$ cat src/merge_pkg.sv
// Shared sizes and packed types that every design file of the merge data generator imports

package merge_pkg;

    // ----------------------------------------
    // Default sizes
    // ----------------------------------------

    // Lane count and lane word width
    localparam int NUM_LANES_DEFAULT   = 4;
    localparam int LANE_DATA_W_DEFAULT = 16;

    // Entries per lane FIFO
    localparam int FIFO_DEPTH_DEFAULT  = 8;

    // Packets allowed in flight downstream
    localparam int OUT_CREDITS_DEFAULT = 4;

    localparam int BEAT_COUNT_W        = 8;

    // ----------------------------------------
    // Packet types
    // ----------------------------------------

    typedef logic [LANE_DATA_W_DEFAULT-1:0] lane_word_t;

    // One word arriving on a lane
    typedef struct packed {
        logic       valid;
        lane_word_t payload;
    } lane_packet_t;

    // Job configuration sent in answer to a setup request
    typedef struct packed {
        logic                         valid;
        logic [BEAT_COUNT_W-1:0]      beat_count;
        logic [NUM_LANES_DEFAULT-1:0] lane_enable;
    } merge_config_t;

    // Merged beat with the word of lane i in slot i
    typedef struct packed {
        logic                                 valid;
        lane_word_t [NUM_LANES_DEFAULT-1:0]   payload;
    } request_packet_t;

endpackage

$ cat src/lane_fifo.sv
// Generic synchronous FIFO with a show-ahead head word that each merge lane instantiates
`timescale 1ns/100ps

module lane_fifo #(
    parameter type payload_t = logic [7:0],
    parameter int  DEPTH     = 8
) (
    input  logic     ap_clk,
    input  logic     areset_generator,
    input  logic     push,
    input  payload_t din,
    input  logic     pop,
    output payload_t dout,
    output logic     empty
);

    localparam int PTR_W = (DEPTH > 1) ? $clog2(DEPTH) : 1;
    localparam int CNT_W = $clog2(DEPTH + 1);

    payload_t         mem [DEPTH];
    logic [PTR_W-1:0] wr_ptr;
    logic [PTR_W-1:0] rd_ptr;
    logic [CNT_W-1:0] count;
    logic             full;
    logic             do_push;
    logic             do_pop;

    assign full    = (count == CNT_W'(DEPTH));
    assign empty   = (count == '0);
    // Overflow and underflow requests are dropped here
    assign do_push = push & ~full;
    assign do_pop  = pop & ~empty;

    // Head word is visible without read latency
    assign dout = mem[rd_ptr];

    always_ff @(posedge ap_clk) begin
        if (do_push) begin
            mem[wr_ptr] <= din;
        end
    end

    // ----------------------------------------
    // Pointers and occupancy
    // ----------------------------------------
    always_ff @(posedge ap_clk) begin
        if (areset_generator) begin
            wr_ptr <= '0;
            rd_ptr <= '0;
            count  <= '0;
        end else begin
            if (do_push) begin
                wr_ptr <= (wr_ptr == PTR_W'(DEPTH - 1)) ? '0 : wr_ptr + 1'b1;
            end
            if (do_pop) begin
                rd_ptr <= (rd_ptr == PTR_W'(DEPTH - 1)) ? '0 : rd_ptr + 1'b1;
            end
            case ({do_push, do_pop})
                2'b10:   count <= count + 1'b1;
                2'b01:   count <= count - 1'b1;
                default: count <= count;
            endcase
        end
    end

endmodule

$ cat src/lane_input_stage.sv
// Input side of the merge generator that buffers every lane and pops the enabled lanes together
`timescale 1ns/100ps

module lane_input_stage #(
    parameter int NUM_LANES  = merge_pkg::NUM_LANES_DEFAULT,
    parameter int FIFO_DEPTH = merge_pkg::FIFO_DEPTH_DEFAULT
) (
    input  logic                   ap_clk,
    input  logic                   areset_generator,
    input  merge_pkg::lane_packet_t lane_in [NUM_LANES],
    input  logic [NUM_LANES-1:0]   lane_enable,
    input  logic                   pop,
    output merge_pkg::lane_word_t  lane_words [NUM_LANES],
    output logic                   lanes_ready,
    output logic [NUM_LANES-1:0]   lane_credit
);

    import merge_pkg::*;

    logic [NUM_LANES-1:0] lane_empty;
    logic [NUM_LANES-1:0] lane_pop;

    // Only enabled lanes take part in a joint pop
    assign lane_pop = {NUM_LANES{pop}} & lane_enable;

    // Disabled lanes never hold up a beat
    assign lanes_ready = ~|(lane_enable & lane_empty);

    for (genvar i = 0; i < NUM_LANES; i++) begin : g_lane
        lane_fifo #(
            .payload_t(lane_word_t),
            .DEPTH    (FIFO_DEPTH)
        ) i_lane_fifo (
            .ap_clk          (ap_clk),
            .areset_generator(areset_generator),
            .push            (lane_in[i].valid),
            .din             (lane_in[i].payload),
            .pop             (lane_pop[i]),
            .dout            (lane_words[i]),
            .empty           (lane_empty[i])
        );
    end

    // ----------------------------------------
    // Credit return to upstream
    // ----------------------------------------

    // One pulse per popped word in the cycle of the merged packet
    always_ff @(posedge ap_clk) begin
        if (areset_generator) begin
            lane_credit <= '0;
        end else begin
            lane_credit <= lane_pop;
        end
    end

endmodule

$ cat src/merge_control.sv
// Job control FSM of the merge generator that runs each job from descriptor to done
`timescale 1ns/100ps

module merge_control #(
    parameter int NUM_LANES = merge_pkg::NUM_LANES_DEFAULT
) (
    input  logic                    ap_clk,
    input  logic                    areset_generator,
    input  logic                    descriptor_valid,
    input  merge_pkg::merge_config_t config_in,
    input  logic                    lanes_ready,
    input  logic                    credit_available,
    output logic                    pop,
    output logic [NUM_LANES-1:0]    lane_enable,
    output logic                    config_request,
    output logic                    done
);

    import merge_pkg::*;

    typedef enum logic [2:0] {
        ST_IDLE,
        ST_SETUP,
        ST_WAIT_CFG,
        ST_BUSY,
        ST_DONE
    } state_t;

    state_t                  state;
    state_t                  next_state;
    logic [BEAT_COUNT_W-1:0] beats_left;
    logic [NUM_LANES-1:0]    lane_enable_q;
    logic                    last_pop;

    // A beat goes out only with data on all enabled lanes and a free credit
    assign pop         = (state == ST_BUSY) & lanes_ready & credit_available;
    assign last_pop    = pop & (beats_left == BEAT_COUNT_W'(1));
    assign lane_enable = lane_enable_q;

    // ----------------------------------------
    // Next state
    // ----------------------------------------
    always_comb begin
        next_state = state;
        case (state)
            ST_IDLE: begin
                if (descriptor_valid) begin
                    next_state = ST_SETUP;
                end
            end
            ST_SETUP: begin
                next_state = ST_WAIT_CFG;
            end
            ST_WAIT_CFG: begin
                // Empty job skips straight to done
                if (config_in.valid) begin
                    next_state = (config_in.beat_count == '0) ? ST_DONE : ST_BUSY;
                end
            end
            ST_BUSY: begin
                if (last_pop) begin
                    next_state = ST_DONE;
                end
            end
            ST_DONE: begin
                next_state = ST_IDLE;
            end
            default: begin
                next_state = ST_IDLE;
            end
        endcase
    end

    // ----------------------------------------
    // State, job registers and pulses
    // ----------------------------------------
    always_ff @(posedge ap_clk) begin
        if (areset_generator) begin
            state          <= ST_IDLE;
            beats_left     <= '0;
            lane_enable_q  <= '0;
            config_request <= 1'b0;
            done           <= 1'b0;
        end else begin
            state <= next_state;
            if (state == ST_WAIT_CFG && config_in.valid) begin
                beats_left    <= config_in.beat_count;
                lane_enable_q <= config_in.lane_enable;
            end else if (pop) begin
                beats_left <= beats_left - 1'b1;
            end
            // Request lands two cycles after the descriptor
            config_request <= (state == ST_SETUP);
            // Done follows the last packet by one cycle
            done           <= (state == ST_DONE);
        end
    end

endmodule

$ cat src/merge_output_stage.sv
// Output side of the merge generator that builds merged packets and counts downstream credits
`timescale 1ns/100ps

module merge_output_stage #(
    parameter int NUM_LANES   = merge_pkg::NUM_LANES_DEFAULT,
    parameter int OUT_CREDITS = merge_pkg::OUT_CREDITS_DEFAULT
) (
    input  logic                      ap_clk,
    input  logic                      areset_generator,
    input  logic                      pop,
    input  logic [NUM_LANES-1:0]      lane_enable,
    input  merge_pkg::lane_word_t     lane_words [NUM_LANES],
    input  logic                      out_credit,
    output logic                      credit_available,
    output merge_pkg::request_packet_t request_out
);

    import merge_pkg::*;

    localparam int CREDIT_W = $clog2(OUT_CREDITS + 1);

    logic [CREDIT_W-1:0]        credit_count;
    lane_word_t [NUM_LANES-1:0] merged;

    // Each lane keeps its own slot and disabled slots read zero
    always_comb begin
        for (int i = 0; i < NUM_LANES; i++) begin
            merged[i] = lane_enable[i] ? lane_words[i] : '0;
        end
    end

    assign credit_available = (credit_count != '0);

    // ----------------------------------------
    // Packet register
    // ----------------------------------------
    always_ff @(posedge ap_clk) begin
        if (areset_generator) begin
            request_out.valid <= 1'b0;
        end else begin
            request_out.valid <= pop;
        end
    end

    always_ff @(posedge ap_clk) begin
        if (pop) begin
            request_out.payload <= merged;
        end
    end

    // Spend on pop and regain on return, no change when both land together
    always_ff @(posedge ap_clk) begin
        if (areset_generator) begin
            credit_count <= CREDIT_W'(OUT_CREDITS);
        end else if (pop && !out_credit) begin
            credit_count <= credit_count - 1'b1;
        end else if (out_credit && !pop && credit_count != CREDIT_W'(OUT_CREDITS)) begin
            credit_count <= credit_count + 1'b1;
        end
    end

endmodule

$ cat src/merge_data_generator.sv
// Top level of the merge data generator that joins the lane FIFOs, job control and packet output
`timescale 1ns/100ps

module merge_data_generator #(
    parameter int NUM_LANES   = merge_pkg::NUM_LANES_DEFAULT,
    parameter int FIFO_DEPTH  = merge_pkg::FIFO_DEPTH_DEFAULT,
    parameter int OUT_CREDITS = merge_pkg::OUT_CREDITS_DEFAULT
) (
    input  logic                       ap_clk,
    input  logic                       areset_generator,
    input  logic                       descriptor_valid,
    input  merge_pkg::merge_config_t   config_in,
    input  merge_pkg::lane_packet_t    lane_in [NUM_LANES],
    input  logic                       out_credit,
    output logic [NUM_LANES-1:0]       lane_credit,
    output merge_pkg::request_packet_t request_out,
    output logic                       config_request,
    output logic                       done
);

    import merge_pkg::*;

    lane_word_t           lane_words [NUM_LANES];
    logic                 lanes_ready;
    logic                 credit_available;
    logic                 pop;
    logic [NUM_LANES-1:0] lane_enable;

    lane_input_stage #(
        .NUM_LANES (NUM_LANES),
        .FIFO_DEPTH(FIFO_DEPTH)
    ) i_lane_input_stage (
        .ap_clk          (ap_clk),
        .areset_generator(areset_generator),
        .lane_in         (lane_in),
        .lane_enable     (lane_enable),
        .pop             (pop),
        .lane_words      (lane_words),
        .lanes_ready     (lanes_ready),
        .lane_credit     (lane_credit)
    );

    merge_control #(
        .NUM_LANES(NUM_LANES)
    ) i_merge_control (
        .ap_clk          (ap_clk),
        .areset_generator(areset_generator),
        .descriptor_valid(descriptor_valid),
        .config_in       (config_in),
        .lanes_ready     (lanes_ready),
        .credit_available(credit_available),
        .pop             (pop),
        .lane_enable     (lane_enable),
        .config_request  (config_request),
        .done            (done)
    );

    merge_output_stage #(
        .NUM_LANES  (NUM_LANES),
        .OUT_CREDITS(OUT_CREDITS)
    ) i_merge_output_stage (
        .ap_clk          (ap_clk),
        .areset_generator(areset_generator),
        .pop             (pop),
        .lane_enable     (lane_enable),
        .lane_words      (lane_words),
        .out_credit      (out_credit),
        .credit_available(credit_available),
        .request_out     (request_out)
    );

endmodule

$ cat config.mk
export PLATFORM = sky130hd
export DESIGN_NAME = merge_data_generator
export DESIGN_NICKNAME = d
export VERILOG_FILES = /design/src/merge_pkg.sv /design/src/lane_fifo.sv /design/src/lane_input_stage.sv /design/src/merge_control.sv /design/src/merge_output_stage.sv /design/src/merge_data_generator.sv
export SDC_FILE = /design/constraint.sdc
export NUM_CORES = 1
export LEC_CHECK = 0
export BUFFER_PORTS_ARGS = -buffer_cell sky130_fd_sc_hd__buf_2
export CORE_MARGIN = 2
export CORE_UTILIZATION = 50
export CTS_BUF_LIST = sky130_fd_sc_hd__clkbuf_4
export DETAILED_ROUTE_END_ITERATION = 10
export GPL_ROUTABILITY_DRIVEN = 1
export PLACE_DENSITY = 0.71
export REMOVE_ABC_BUFFERS = 1
export SYNTH_ARGS = -nofsm -noshare
export SYNTH_HDL_FRONTEND = slang
export SYNTH_SLANG_ARGS = --single-unit
$ cat constraint.sdc
create_clock -name ap_clk -period 4.8 [get_ports ap_clk]
set_input_delay 0.96 -clock ap_clk [delete_from_list [all_inputs] [get_ports ap_clk]]
set_output_delay 0.96 -clock ap_clk [all_outputs]
set_load 0.03 [all_outputs]
==> flow_summary.ini, run 1 <==
[clock_network]
cts_hold_buf = 0
cts_setup_buffers = 0
cts_buffer_depth = 3
cts.clk_slew.worst_paths_ns = 0.06
cts_tree = yes
numCtsBuffers = 160
clock-sinks = 641
cts_resized = 0
h-tree-depth = 4
clk_latency_ns = 0.96
cts_root_buf = clkbuf_4

[timing]
finalCritPeriodShare = 0.652
drv_slew = 0
period_minus_slack_ns = 3.13
setup_violations = 0
fin_ws_ns = 1.67
fin_setup_tns_ns = 0
skew_ns = 0.0539
worst_pin_slew_ns = 1.12
hold_viol = 0
fmax_mhz = 319
slew_headroom = 0.252
grt_setup_unrepaired = false
hold_ws_ns = 0.265

[critical_path]
crit_slowest_cell = dfxtp_1
slowest_delay_ns = 0.81
critPathMaxFanout = 21
r2r_cells = 10
worstSetupStartpointType = flip-flop
cp-end-kind = flip-flop
crit_chain = nand2_1 > nand4_2 > inv_1 > ha_1 > ha_1 > a21o_1 > a21oi_1 > xnor2_1 > or3_1 > a21oi_1
required_ns = 5.66
arrival_ns = 3.99
path_class = flip-flop to flip-flop

[grt]
gr-total-overflow = 0
grt_pass1_vias = 13657
antenna_found_initial = 18
grt_pass1_wl_um = 75700
grt.total_usage = 0.193
grt_start_max_net_pins = 58

[placed_design]
dp_slack_ns = 1.65
dp_hpwl_um = 28100
placed_area_um2 = 26900
numPortBuffers = 155
gp_congestion = 0.752

[cells_and_area]
regArea_um2 = 18600
areaGrowthSynthToFinish_pct = 15.3
multi_input_comb_area_um2 = 6380
fill_cells = 3899
design_area_um2 = 28900
final_nets = 1711
drive_gt1_frac = 0.352

[logic_synthesis]
synth_edf_count = 576
syn_area_per_cell_um2 = 19.3
yosysSeqAreaShare = 0.741
ys_warn_count = 0
async_flop_share = 0
ys_ff_latch = 641
synthFlopType = edfxtp_1
yosysUniqueCellTypes = 60
syn_inst = 1304
syn_area_um2 = 25100

[drt]
drtIter0Drc = 846
route.detailed.drc = 0
dr.pass1.iters = 7
vias = 12913
wl_per_cell_um = 20.1
viasPerCell = 5.39
antenna_left = 0
wl_um = 48300

[min_path]
hold_path_class = input pin to flip-flop
min_path_cells = 3

[flow_run]
maxCapViolCount = 0

[floorplan]
io_pins = 156
fp-row-count = 82
start_util = 0.504
chipWidth_um = 228
die_h_um = 228
core-area_um2 = 49900
die-area_um2 = 52000

[outcome]
status = finished, final reports clean

[power_and_ir_drop]
p_leak_uw = 0.00978
ir_worst_vdd_uv = 257
power.density_nw_per_um2 = 381
power_uw = 11000
## critical path: cells and delay by family (launching register included)
kind                     cells  cell delay, ns
AND/OR/NAND/NOR              3            1.06
buffers and inverters        1            0.07
flip-flops                   1            0.81
adder cells (fa/ha/maj)      2            0.49
XOR/XNOR                     1            0.09
AO/OA/AOI/OAI                3            0.52
## area by class of cell
class / instances / share of cell area
Clock buffer: 235 / 0.0609
Sequential cell: 641 / 0.643
Tap cell: 672 / 0.0290
Multi-Input combinational cell: 579 / 0.220
Clock inverter: 54 / 0.00873
Inverter: 24 / 0.00320
Timing Repair Buffer: 185 / 0.0346
Antenna cell: 7 / 0.000605
## metal layers
metal / track usage / wire (um)
met5: 0 / 88
met4: 0.0754 / 937
met3: 0.0635 / 3190
met2: 0.308 / 23900
met1: 0.248 / 20200
## cells by family (layout without fill, tap and decap cells)
group	Yosys count	in the layout	synth area share
adders and majority gates	35	35	0.0189
other	0	7	0
and+or+nand+nor	250	250	0.0571
muxes	208	208	0.147
DFF	641	641	0.741
xor gates and xnor gates	13	13	0.00453
buffers and inverters	84	498	0.0137
AOI/OAI and AO/OA	73	73	0.0183
## cell usage in the layout, fill, tap and decap left out, types with 9 or more instances in the layout
cell type	count
nand2b_1	9
ha_1	30
mux2i_1	78
nor2_1	48
or3_1	13
nor2b_1	66
buf_2	155
a21oi_1	34
nor3_1	11
xor2_1	9
buf_4	30
clkbuf_4	235
mux4_2	128
dfxtp_1	61
nand2_1	38
clkinv_1	42
nor3_4	16
edfxtp_1	576
inv_1	23
## synthesized netlist by cell type, drive strengths merged, types with 6 or more instances
cell / n / area share
nor4: 12 / 0.0049
buf: 24 / 0.0047
mux4: 128 / 0.11
nand2b: 9 / 0.0022
dfxtp: 65 / 0.052
nand2: 38 / 0.0057
mux2i: 78 / 0.031
clkbuf: 36 / 0.0054
inv: 24 / 0.0036
nor2b: 66 / 0.016
xor2: 9 / 0.0031
nand4: 6 / 0.0025
a21oi: 34 / 0.0068
nor3: 27 / 0.0054
or3: 13 / 0.0032
nand3: 9 / 0.0020
ha: 30 / 0.015
edfxtp: 576 / 0.69
nor2: 50 / 0.0075
o21ai: 11 / 0.0022
## power breakdown
part / total [uW] / leakage (uW) / internal (uW) / switching [uW]
Sequential: 6260 / 0.00584 / 6190 / 63.7
Combinational: 398 / 0.00276 / 151 / 247
Clock: 4380 / 0.00119 / 2300 / 2080
Total: 11000 / 0.00978 / 8650 / 2390
## final timing paths
check / start / endpoint / slack, ns
setup / recovery: i_merge_control.lane_enable[1] / flip-flop / 1.67
hold / removal: config_in[1] / i_merge_control.lane_enable[1] / 0.27
hold reg to reg: i_merge_control.beats_left[7] / i_merge_control.beats_left[7] / 0.50
setup reg to reg: i_merge_control.lane_enable[1] / flip-flop / 1.67
## state kept, by name, summed over array words and instances, names as in the netlist
| signal | flops |
|---|---|
| i_lane_input_stage.g_lane.i_lane_fifo.wr_ptr | 12 |
| i_merge_output_stage.request_out | 65 |
| i_merge_control.done | 1 |
| i_merge_output_stage.credit_count | 3 |
| i_merge_control.beats_left | 8 |
| i_lane_input_stage.g_lane.i_lane_fifo.count | 16 |
| i_lane_input_stage.g_lane.i_lane_fifo.rd_ptr | 12 |
| i_merge_control.config_request | 1 |
| i_lane_input_stage.g_lane.i_lane_fifo.mem | 512 |
| i_merge_control.state | 3 |
| i_lane_input_stage.lane_credit | 4 |
| i_merge_control.lane_enable | 4 |
## per-stage QoR
step            util  std cells
2_1_floorplan      -       1244
3_3_place_gp   0.540       2101
3_5_place_dp   0.540       2101
4_1_cts        0.580       2390
5_1_grt        0.580       2393
6_report       0.581       2397
(Power assumes the default switching activity.)
==> run 2, diff against run 1 <==
- PLACE_DENSITY: 0.71 -> 0.73
- clock period: 4.8 -> 2.69 ns (I/O delays scaled with it)
==> flow_summary.ini, run 2 (same netlist as run 1, synthesis figures left out) <==
[cells_and_area]
biggestRegsByFlops = i_lane_input_stage.g_lane.i_lane_fifo.mem (512), i_merge_output_stage.request_out (65), i_lane_input_stage.g_lane.i_lane_fifo.count (16)
fill_cells = 3706
final_common_cell = edfxtp_1
final_nets = 1855
regArea_um2 = 18600
final_cell_mix = 576 x edfxtp_1, 230 x clkbuf_4, 155 x buf_2
drive_gt1_frac = 0.368
areaGrowthSynthToFinish_pct = 21.0
largest_register_ffs = 512
design_area_um2 = 30400
top_register = i_lane_input_stage.g_lane.i_lane_fifo.mem
multi_input_comb_area_um2 = 6380

[power_and_ir_drop]
swShare = 0.212
power.density_nw_per_um2 = 669
power.share.sequential = 0.548
comb_power_share = 0.044
clkPwrFrac = 0.408
p_leak_uw = 0.0105
switchingPower_uw = 4310
ir_worst_vdd_uv = 436
power_uw = 20300
p_int_uw = 16000

[timing]
worst_pin_slew_ns = 0.866
slew_headroom = 0.422
finalCritPeriodShare = 0.976
hold_viol = 0
fmax_mhz = 381
setup_violations = 0
period_minus_slack_ns = 2.63
drv_slew = 0
skew_ns = 0.0365
fin_ws_ns = 0.0640

[floorplan]
io_pins = 156
die_h_um = 228
die-area_um2 = 52000
core-area_um2 = 49900
fp-row-count = 82
chipWidth_um = 228
start_util = 0.504

[placed_design]
dp_slack_ns = 0.0132
gp_congestion = 0.741
dp_hpwl_um = 29700
numPortBuffers = 155
placed_area_um2 = 27300

[drt]
viasPerCell = 5.35
antenna_left = 0
vias = 13465
dr.pass1.iters = 5
wl_um = 50500
drtIter0Drc = 967
wl_per_cell_um = 20.0
route.detailed.drc = 0

[grt]
top_usage_layer = met2
gr-total-overflow = 0
grt.total_usage = 0.201
antenna_found_initial = 5
grt_pass1_wl_um = 78600
grtUsageMet1 = 0.265
grt_pass1_vias = 14235
grt_util_met2 = 0.321
use_met3 = 0.0580
grt_start_max_net_pins = 36

[outcome]
status = finished, final reports clean

[critical_path]
path_class = flip-flop to flip-flop
critPathMaxFanout = 4
arrival_ns = 3.50
worstSetupStartpointType = flip-flop
r2r_cells = 12
cp-end-kind = flip-flop
required_ns = 3.57

[clock_network]
clock-sinks = 641
numCtsBuffers = 163
cts_root_buf = clkbuf_4
clk_latency_ns = 0.95
h-tree-depth = 4
cts.clk_slew.worst_paths_ns = 0.06
cts_tree = yes
cts_buffer_depth = 3

[min_path]
hold_path_class = input pin to flip-flop
min_path_cells = 2

[flow_run]
maxCapViolCount = 0
[run 2: cell types whose count changed in the layout (fill, tap and decap cells not counted), sizes merged, moves of 5 or more]
cell,previous run,this run
dlygate4sd3,0,84
buf,185,242
clkinv,46,30
bufinv,1,7
clkbuf,235,230
[run 2: per-layer routing]
| layer | wire length, um | vias up |
|---|---|---|
| li1 | - | 6178 |
| met4 | 879 | 4 |
| met1 | 22000 | 6851 |
| met2 | 24900 | 373 |
| met3 | 2630 | 59 |
| met5 | 27 | - |
[run 2: what timing repair did]
item,4_1_cts,5_1_grt
hold buffers,84,0
buffers inserted,0,5
hold endpoints to repair,544,0
pin swaps,0,22
resized for setup,2,25
endpoints found under the setup margin,2,4
[run 2: power groups by stage]
stage | Combinational, uW | Clock, uW | Sequential [uW]
CTS | 899 | 8570 | 11100
detailed placement | 788 | 0 | 11300
finish | 901 | 8290 | 11100
global placement | 756 | 0 | 11300
global route | 988 | 9080 | 11100
floorplan | 368 | 0 | 11400
[run 2: through the flow]
stage                     std cells   util  hold WS, ns  TNS [ns]
after floorplan                1244      -        0.458     -4.27
after global placement         2154  0.547        0.460         0
after detailed placement       2154  0.547        0.489         0
after CTS                      2510  0.606        0.226         0
after global routing           2517  0.609        0.302    -0.148
final                          2518  0.609        0.381         0
[run 2: worst paths after layout]
check / start / to / slack (ns)
setup reg to reg: flip-flop / flip-flop / 0.06
hold / removal: lane_in[54] / i_lane_input_stage.g_lane[0].i_lane_fifo.mem[0][3] / 0.38
setup / recovery: flip-flop / flip-flop / 0.06
hold reg to reg: i_merge_control.beats_left[4] / i_merge_control.beats_left[4] / 0.50
[run 2: layout make-up]
class | count | area share
Sequential cell | 641 | 0.613
Multi-Input combinational cell | 579 | 0.210
Timing Repair Buffer | 326 | 0.0773
Clock buffer | 230 | 0.0568
Tap cell | 672 | 0.0277
Clock inverter | 42 | 0.0120
Inverter | 24 | 0.00305
Antenna cell | 4 | 0.000330
[run 2: worst max-delay path, stage by stage (launching register included)]
cell and delay [ns]:
dfxtp_4 0.36, nor4_4 0.38, a211oi_4 0.11, buf_4 0.16
nand4_2 0.07, inv_2 0.05, ha_4 0.16, ha_1 0.28
a21o_1 0.19, a21oi_2 0.17, xnor2_1 0.11, or3_1 0.39
a21oi_2 0.11
==> run 3, diff against run 2 <==
- CORE_MARGIN: 2 -> not set
==> flow_summary.ini, run 3 (same netlist as run 1, synthesis figures left out) <==
[cells_and_area]
fill_cells = 3604
finish.utilization = 0.612
largest_register_ffs = 512
biggestRegsByFlops = i_lane_input_stage.g_lane.i_lane_fifo.mem (512), i_merge_output_stage.request_out (65), i_lane_input_stage.g_lane.i_lane_fifo.count (16)
drive_gt1_frac = 0.362
final_nets = 1847
regArea_um2 = 18600
top_register = i_lane_input_stage.g_lane.i_lane_fifo.mem
areaGrowthSynthToFinish_pct = 20.1
final_cell_mix = 576 x edfxtp_1, 233 x clkbuf_4, 155 x buf_2
final_common_cell = edfxtp_1
stdcell_count = 2505
multi_input_comb_area_um2 = 6330

[grt]
gr-total-overflow = 0
grt.total_usage = 0.203
grt_start_max_net_pins = 35
grt_pass1_vias = 14169
antenna_found_initial = 6
grt_pass1_wl_um = 76800

[drt]
wl_met3_um = 2670
vias = 13343
drtIter0Drc = 751
wl_per_cell_um = 19.8
viasPerCell = 5.33
top_layer = met5
route.detailed.drc = 0
dr.pass1.iters = 4
wl_um = 49700
met1_length_um = 21300
wl_met2_um = 24800
antenna_left = 0

[floorplan]
chipWidth_um = 226
io_pins = 156
die-area_um2 = 51100
core-area_um2 = 49300
fp-row-count = 81
die_h_um = 226
start_util = 0.510

[critical_path]
worstSetupStartpointType = flip-flop
cp-end-kind = flip-flop
path_class = flip-flop to flip-flop
critPathMaxFanout = 4
arrival_ns = 3.42
required_ns = 3.55

[power_and_ir_drop]
clkPwrFrac = 0.394
p_leak_uw = 0.0105
swShare = 0.215
power.density_nw_per_um2 = 658
switchingPower_uw = 4270
comb_power_share = 0.045
power.share.sequential = 0.561
p_int_uw = 15600
power_uw = 19800
ir_worst_vdd_uv = 445

[timing]
drv_slew = 0
hold_viol = 0
worst_pin_slew_ns = 0.700
finalCritPeriodShare = 0.950
skew_ns = 0.0353
period_minus_slack_ns = 2.56
fmax_mhz = 391
slew_headroom = 0.531
setup_violations = 0

[outcome]
status = finished, final reports clean

[placed_design]
gp_congestion = 0.792
dp_hpwl_um = 29300
placedCellCount = 2146
numPortBuffers = 155

[clock_network]
cts_buffer_depth = 3
cts_tree = yes
clock-sinks = 641
numCtsBuffers = 161
cts_root_buf = clkbuf_4
h-tree-depth = 4
cts.clk_slew.worst_paths_ns = 0.07
clk_latency_ns = 0.93

[flow_run]
maxCapViolCount = 0

[min_path]
hold_path_class = input pin to flip-flop
==> run 3: cell count changes in the layout (fill, tap and decap cells not counted), sizes merged <==
cell,previous run,this run
buf,242,239
clkbuf,230,233
bufinv,7,2
clkinvlp,2,3
inv,27,30
dlygate4sd3,84,81
diode,4,3
==> run 3: worst max-delay path: stages (launching register included) <==
cell and delay [ns]:
dfxtp_2 0.35, nor4_4 0.38, and2b_1 0.24, nand4_2 0.09, inv_1 0.05, ha_1 0.21
ha_1 0.29, a21o_1 0.19, a21oi_2 0.14, xnor2_1 0.09, or3_1 0.31, a21oi_1 0.15
==> run 3: metal layers <==
layer	GRT usage	vias up
li1	-	6170
met1	0.258	6740
met2	0.329	356
met3	0.0543	71
met4	0.0870	6
met5	0	-
==> run 3: final timing paths <==
path	from	to	slack (ns)	depth (start not counted)
worst min-delay path	config_in[9]	i_merge_control.beats_left[5]	0.13	4
worst max register to register	flip-flop	flip-flop	0.13	11
worst max-delay path	flip-flop	flip-flop	0.13	11
worst min register to register	i_merge_control.beats_left[4]	i_merge_control.beats_left[4]	0.50	2
==> run 3: layout make-up <==
| type | instances | share of cell area |
|---|---|---|
| diodes | 3 | 0.000249 |
| clock buffers | 233 | 0.0580 |
| clock inverters | 41 | 0.00730 |
| inverters | 24 | 0.00307 |
| multi-input cells | 579 | 0.210 |
| flip-flops and latches | 641 | 0.617 |
| well taps | 664 | 0.0275 |
| repair buffers | 320 | 0.0774 |
==> run 3: power groups by stage <==
| stage | registers [uW] | logic, uW | clock network, uW |
|---|---|---|---|
| after floorplan | 11400 | 368 | 0 |
| after global placement | 11300 | 756 | 0 |
| after detailed placement | 11300 | 783 | 0 |
| after CTS | 11100 | 887 | 8080 |
| after global routing | 11100 | 973 | 8550 |
| final | 11100 | 887 | 7820 |
==> run 3: per-stage QoR <==
stage	worst slack [ns]	hold WS, ns	TNS (ns)	cell area (um2)
finish	0.134	0.132	0	30200
floorplan	-0.0971	0.458	-4.27	24900
detailed placement	0.0623	0.484	0	27300
global placement	0.109	0.473	0	27300
CTS	0.0462	0.00220	0	30100
global route	-0.00966	0.0700	-0.00966	30200
==> run 3: what timing repair did <==
action / in CTS / in global routing
buffers inserted: 0 / 1
hold buffers: 81 / 0
setup endpoints to repair: 0 / 4
resized for setup: 0 / 14
hold endpoints to repair: 542 / 0
